==> config.mk <==
export PLATFORM = sky130hd
export DESIGN_NAME = rs_operand_capture
export DESIGN_NICKNAME = d
export VERILOG_FILES = /design/src/design/cdb_pkg.sv /design/src/design/rs_pkg.sv /design/src/design/rs_operand_capture.sv
export SDC_FILE = /design/constraint.sdc
export NUM_CORES = 1
export LEC_CHECK = 0
export BUFFER_PORTS_ARGS = -buffer_cell sky130_fd_sc_hd__buf_2
export CAP_MARGIN = 10
export CORE_AREA = 2 2 153 155
export DETAILED_ROUTE_END_ITERATION = 8
export DIE_AREA = 0 0 155 157
export GPL_TIMING_DRIVEN = 0
export SETUP_SLACK_MARGIN = 0.4
export SLEW_MARGIN = 20
export SYNTH_ARGS = -nofsm -noshare
export SYNTH_HDL_FRONTEND = slang
export SYNTH_SLANG_ARGS = --single-unit
==> constraint.sdc <==
create_clock -name vclk -period 6.35
set_clock_uncertainty 0.05 [all_clocks]
set_input_delay 0.635 -clock vclk [all_inputs]
set_output_delay 0.635 -clock vclk [all_outputs]
set_load 0.05 [all_outputs]
==> src/design/cdb_pkg.sv <==
package cdb_pkg;

    // physical register tags and result words
    localparam int tag_width  = 6;
    localparam int data_width = 32;

    // result bus slots, lower index wins on a tag collision
    localparam int bus_alu  = 0;
    localparam int bus_mul  = bus_alu + 1;
    localparam int bus_div  = bus_mul + 1;
    localparam int bus_load = bus_div + 1;

    localparam int num_buses = bus_load + 1;

    // one broadcast, valid for a single cycle
    typedef struct packed {
        logic                  valid;
        logic [tag_width-1:0]  tag;
        logic [data_width-1:0] data;
    } result_bus_t;

endpackage

==> src/design/rs_pkg.sv <==
package rs_pkg;

    localparam int rs_depth  = 16;
    localparam int idx_width = $clog2(rs_depth);
    localparam int pc_width  = 32;

    typedef logic [idx_width-1:0] idx_t;

    // passed to the divider untouched
    typedef enum logic [1:0] {
        op_div,
        op_divu,
        op_rem,
        op_remu
    } div_op_e;

    typedef struct packed {
        logic                           valid;
        logic [cdb_pkg::tag_width-1:0]  tag;
        logic [cdb_pkg::data_width-1:0] data;
    } src_t;

    typedef struct packed {
        logic                          valid;  // dispatch strobe
        logic [pc_width-1:0]           pc;
        logic [cdb_pkg::tag_width-1:0] rd;
        div_op_e                       op;
        src_t                          src1;
        src_t                          src2;
    } dispatch_t;

    typedef struct packed {
        logic                           valid;
        logic [pc_width-1:0]            pc;
        logic [cdb_pkg::tag_width-1:0]  rd;
        div_op_e                        op;
        logic [cdb_pkg::data_width-1:0] src1_data;
        logic [cdb_pkg::data_width-1:0] src2_data;
    } issue_t;

    // payload of one station slot
    typedef struct packed {
        logic [pc_width-1:0]           pc;
        logic [cdb_pkg::tag_width-1:0] rd;
        div_op_e                       op;
        src_t                          src1;
        src_t                          src2;
    } entry_data_t;

    typedef struct packed {
        logic        busy;
        entry_data_t data;
    } rs_entry_t;

    // catch a waiting source from the result buses
    function automatic src_t snoop_src(
        input src_t                                           src,
        input cdb_pkg::result_bus_t [cdb_pkg::num_buses-1:0] buses
    );
        src_t res;
        res = src;
        if (!src.valid) begin
            // walk downward so the lowest matching bus is applied last
            for (int b = cdb_pkg::num_buses - 1; b >= 0; b--) begin
                if (buses[b].valid && buses[b].tag == src.tag) begin
                    res.valid = 1'b1;
                    res.data  = buses[b].data;
                end
            end
        end
        return res;
    endfunction

endpackage

==> src/design/rs_operand_capture.sv <==
`timescale 1ns/1ns

module rs_operand_capture (
    input  rs_pkg::dispatch_t                             dispatch,
    input  cdb_pkg::result_bus_t [cdb_pkg::num_buses-1:0] buses,
    output rs_pkg::dispatch_t                             resolved
);

    rs_pkg::src_t src1_hit;
    rs_pkg::src_t src2_hit;

    // same-cycle bypass, a producer broadcasting now is not missed
    assign src1_hit = rs_pkg::snoop_src(dispatch.src1, buses);
    assign src2_hit = rs_pkg::snoop_src(dispatch.src2, buses);

    always_comb begin
        resolved       = dispatch;
        resolved.src1  = src1_hit;
        resolved.src2  = src2_hit;
    end

endmodule

==> results.md, run 1 <==
* Critical-path cell list: buf_2 -> xnor2_1 -> nand4_1 -> nor4_2 -> buf_2 -> nor2_1 -> clkbuf_1 -> a31oi_1 -> buf_2
* Power Total at 0.000532 W
* Netlist Area Pre-Place at 0.00399 mm^2
* Pre-antenna DRT Iters at 5
* Post-Syn Area per Cell at 6.49 um^2
* Arrival time worst endpoint at 3.46 ns
* CP Data Required Time at 5.66 ns
* Final hold violation count at 0
* Initial antenna violation count at 10
* CP max FO at 10
* Share of the synthesized area in the top cell type at 0.0996
* Hold Buf Count CTS at 0
* Synth unique cells at 51
* Fmax at 241 MHz
* Global-route wire length before repair at 39.1 mm
* Layout cell share with drive strength beyond 1 at 0.466
* Final Slew Violations at 0
* Die X at 155 um
* Routed wire length at 27.8 mm
* CP Buf/Inv Count at 4
* Post-DRT Antenna Nets at 0
* # rows at 55
* Final setup vio count at 0
* Status: complete, no violations
* Synth Net Count at 890
* Final #Nets at 1239
* Synth warn at 0
* PostCTS Resize Cnt at 0
* Slowest CP cell: nor4_2
* Worst vdd ir at 0.0380 mV
* RSZ-0062 raised after global routing: no
* Via/cell ratio at 5.19
* Tcrit/Tclk final at 0.652
* Initial Util at 0.177
* Final min period at 4.14 ns
* Critical path's most frequent cell: buf_2
* Average wire per standard cell at 22.2 um
* Area Growth Syn to Fin at 52.9%
* Pwr dens at 87.2 mW/mm^2
* Drc violations at 0
* Detail Placement HPWL at 22.6 mm
* Largest net degree at the start of global routing at 11
* Hold Crit Class: in -> out
* Crit-path max cell delay at 0.70 ns
* Final instance area at 0.00611 mm^2
* Gate Count Post-Synth at 615
* Die area at 0.0243 mm^2
* WHS at 1.52 ns
* GPL Wtd Cong at 0.873
* Sequential Area at 0 um^2
* Vias in the first global route at 6233
* Starting DRT DRC Count at 513
* Critical path's top delay family: buffers and inverters
* Setup bufs post-CTS at 0
* Top Ports at 394
* Max-Cap Viols at 0
* All-Layer GR Usage at 0.210
* Core Box Area at 0.0225 mm^2
* Seq cells at 0
* Fin util at 0.271
* Sequential share of the synthesized area at 0
* Vias after detailed routing at 6499
* Top post-synthesis cells by area: buf_4 10%, nand2_1 8.4%, a31oi_1 7.5%
* IO buf count at 347
* Worst rel slew slack at 0.301
* Pleak at 2.79 nW
* CP Class: in -> out
* Floorplan die height at 157 um
* Post-route setup TNS at 0 ns
* Worst-margin pin slew at 1.04 ns
* Crit path launch type: primary input
* Placed cell area at 0.00609 mm^2
* Post-synth top area cell: buf_4
* Nature of the critical path endpoint: output pin
* Global route total overflow at 0
* Clock buf count at 0
[power breakdown]
part	switching, W	internal, W	total, W	leakage (nW)
logic	0.000356	0.000176	0.000532	2.79
registers	0	0	0	0
clock network	0	0.000000000105	0.000000000105	0.0000317
[stage by stage]
stage | cells | setup WS, ns
6_report | 1252 | 2.21
5_1_grt | 1251 | 2.03
4_1_cts | 1247 | 2.28
3_5_place_dp | 1247 | 2.27
3_3_place_gp | 1247 | 2.25
2_1_floorplan | 615 | 2.66
[kinds of logic (layout without fill, tap and decap cells)]
group	after synthesis	in the layout	share of synthesized area
AND/OR/NAND/NOR	210	210	0.260
buffers and inverters	116	463	0.177
XOR/XNOR	48	48	0.111
multiplexers	21	21	0.0576
other	0	5	0
AO/OA/AOI/OAI	220	220	0.395
[synth_stat cells (all sizes together) (18+ instances only)]
cell,count
a31o,19
a31oi,48
buf,75
clkbuf,37
nand2,89
nand2b,19
nand3,22
nor2,31
o21ai,48
o31ai,31
xnor2,30
xor2,18
[final timing paths]
| path | start | endpoint | slack [ns] | cells past startpoint |
|---|---|---|---|---|
| worst min-delay path | dispatch[118] | resolved[118] | 1.52 | 2 |
| worst max-delay path | dispatch[71] | resolved[41] | 2.21 | 9 |
[metal layers]
metal  share of wire  track usage  up-vias
met1            0.41        0.275     3033
met3            0.10       0.0507       48
li1                -            -     2966
met4           0.025       0.0534        6
met2            0.46        0.348      446
met5          0.0012            0        -
[cell usage in the layout (no fill, tap or decap), drive strengths merged, types with 2 or more instances in the layout]
cell type  count
xnor2         30
a22oi         13
nor2          31
and3           6
nand3         22
a311oi         5
o21ai         48
inv            4
or2            2
nand2b        19
a221o         11
nor3           7
a211o          4
o31ai         31
nand2         89
buf          422
a31oi         48
or3           12
mux2i          5
xor2          18
or4            2
a211oi        11
o221ai        13
and2           5
o22ai          3
nand4          6
nor4           3
a221oi         6
clkbuf        37
diode          5
a31o          19
a21oi          4
and4           4
mux2          16
[final cells by class]
| cell class | count | area (um^2) |
|---|---|---|
| antenna | 5 | 12.5 |
| tap | 285 | 357 |
| multi-input combinational | 499 | 3290 |
| inverter | 4 | 15.0 |
| fill | 2567 | 16400 |
| buffer | 112 | 691 |
| timing repair buffer | 347 | 1740 |
No activity file was read; power rests on OpenSTA's default activity.
==> run 2, diff against run 1 <==
Settings changed: CORE_AREA 2 2 153 155 to 2 2 154 156, DIE_AREA 0 0 155 157 to 0 0 156 158.
Clock period 6.35 ns to 3.9 ns, I/O delays scaled along.
==> run 2 against run 1 <==
Net effect: first-iteration DRC count increased by 23%; clock-buffer cell count unchanged; design area increased by 0.45%; critical endpoint is now resolved[17]; largest cell class unchanged; core utilization decreased by 0.53 points; highest routed layer unchanged; critical path depth unchanged; combinational power increased by 63%; cell count increased by 0.56%.
==> results.md, run 2 (same netlist as run 1, synthesis figures left out) <==
* Status: complete, no violations
* Seq cells at 0
* CP Data Required Time at 3.46 ns
* Via/cell ratio at 5.18
* Routed wire length at 28.1 mm
* Tcrit/Tclk final at 0.854
* Worst rel slew slack at 0.332
* Nature of the critical path endpoint: output pin
* Final instance area at 0.00613 mm^2
* Sequential Area at 0 um^2
* GRT met3 Usage at 0.0326
* Pwr dens at 141 mW/mm^2
* Global-route wire length before repair at 39.1 mm
* Met1 usage at 0.282
* PostCTS Resize Cnt at 2
* Vias after detailed routing at 6517
* CP Class: in -> out
* Layout cell share with drive strength beyond 1 at 0.468
* Grt met2 use at 0.357
* Die area at 0.0246 mm^2
* Switch share at 0.669
* Clock power share at 0
* Fin util at 0.266
* Final setup vio count at 0
* IO buf count at 347
* Pre-antenna DRT Iters at 7
* Top Ports at 394
* Initial Util at 0.173
* Busiest layer in global routing: met2
* Pleak at 2.80 nW
* Final #Nets at 1239
* Crit path launch type: primary input
* Internal Power at 0.000287 W
* Fmax at 300 MHz
* # rows at 56
* Combinational share of power at 1.000
* Final Slew Violations at 0
* All-Layer GR Usage at 0.210
* Worst vdd ir at 0.0659 mV
* Final min period at 3.33 ns
* Hold Crit Class: in -> out
* GPL Wtd Cong at 0.870
* Critical path's most frequent cell: buf_2
* Critical path's top delay family: buffers and inverters
* Starting DRT DRC Count at 631
* Commonest non-fill, non-tap cell in the layout: buf_2
* Final hold violation count at 0
* Crit-path max cell delay at 0.49 ns
* Vias in the first global route at 6233
* Average wire per standard cell at 22.3 um
* Placed cell area at 0.00610 mm^2
* Sequential share of power at 0
* Slowest CP cell: nand2_1
* Floorplan die height at 158 um
* Clock buf count at 0
* Detail Placement HPWL at 22.6 mm
* Arrival time worst endpoint at 2.89 ns
* Critical-path cell list: buf_2 -> xor2_1 -> and4bb_2 -> nand2_1 -> a41o_1 -> buf_2 -> a22oi_1 -> o31ai_1 -> buf_2
* CP max FO at 10
* Drc violations at 0
* Most frequent cells in the layout: 362 x buf_2, 89 x nand2_1, 53 x buf_4, 48 x a31oi_1, 44 x o21ai_0
* Post-route setup TNS at 0 ns
* Area Growth Syn to Fin at 53.6%
* Die X at 156 um
* Global route total overflow at 0
* CP Buf/Inv Count at 3
* Initial antenna violation count at 9
* Setup bufs post-CTS at 0
* Worst-margin pin slew at 0.995 ns
* RSZ-0062 raised after global routing: no
* Core Box Area at 0.0231 mm^2
* Max-Cap Viols at 0
* Hold Buf Count CTS at 0
* WHS at 1.03 ns
* Post-DRT Antenna Nets at 0
* Sw power at 0.000579 W
* Largest net degree at the start of global routing at 11
run 2: changes by cell type in the layout (fill, tap and decap cells not counted), sizes merged:
cell and delta:
diode +2
run 2: power groups by stage:
stage | logic, W | registers (W) | clock network (W)
CTS | 0.000863 | 0 | 0
global route | 0.000916 | 0 | 0.000000000137
global placement | 0.000855 | 0 | 0
finish | 0.000867 | 0 | 0.000000000240
floorplan | 0.000553 | 0 | 0
detailed placement | 0.000860 | 0 | 0
run 2: layout make-up:
class | instances | area [um^2]
Multi-Input combinational cell | 499 | 3310
Tap cell | 290 | 363
Inverter | 4 | 15.0
Fill cell | 2634 | 16900
Buffer | 112 | 692
Timing Repair Buffer | 347 | 1740
Antenna cell | 7 | 17.5
run 2: path summary, 6_finish.rpt:
| path | startpoint | to | slack (ns) | cells after the start |
|---|---|---|---|---|
| worst min-delay path | dispatch[96] | resolved[96] | 1.03 | 2 |
| worst max-delay path | dispatch[32] | resolved[17] | 0.57 | 9 |
run 2: per-stage QoR:
step | power (W) | instances | setup slack [ns]
after floorplan | 0.000553 | 615 | 0.698
after global placement | 0.000855 | 1252 | 0.381
after detailed placement | 0.000860 | 1252 | 0.336
after CTS | 0.000863 | 1252 | 0.505
after global routing | 0.000916 | 1256 | 0.409
final | 0.000867 | 1259 | 0.569
run 2: routing by layer:
metal / up-vias / share of wire
met2: 444 / 0.48
met4: 4 / 0.018
li1: 2975 / -
met3: 44 / 0.082
met5: - / 0.00075
met1: 3050 / 0.42
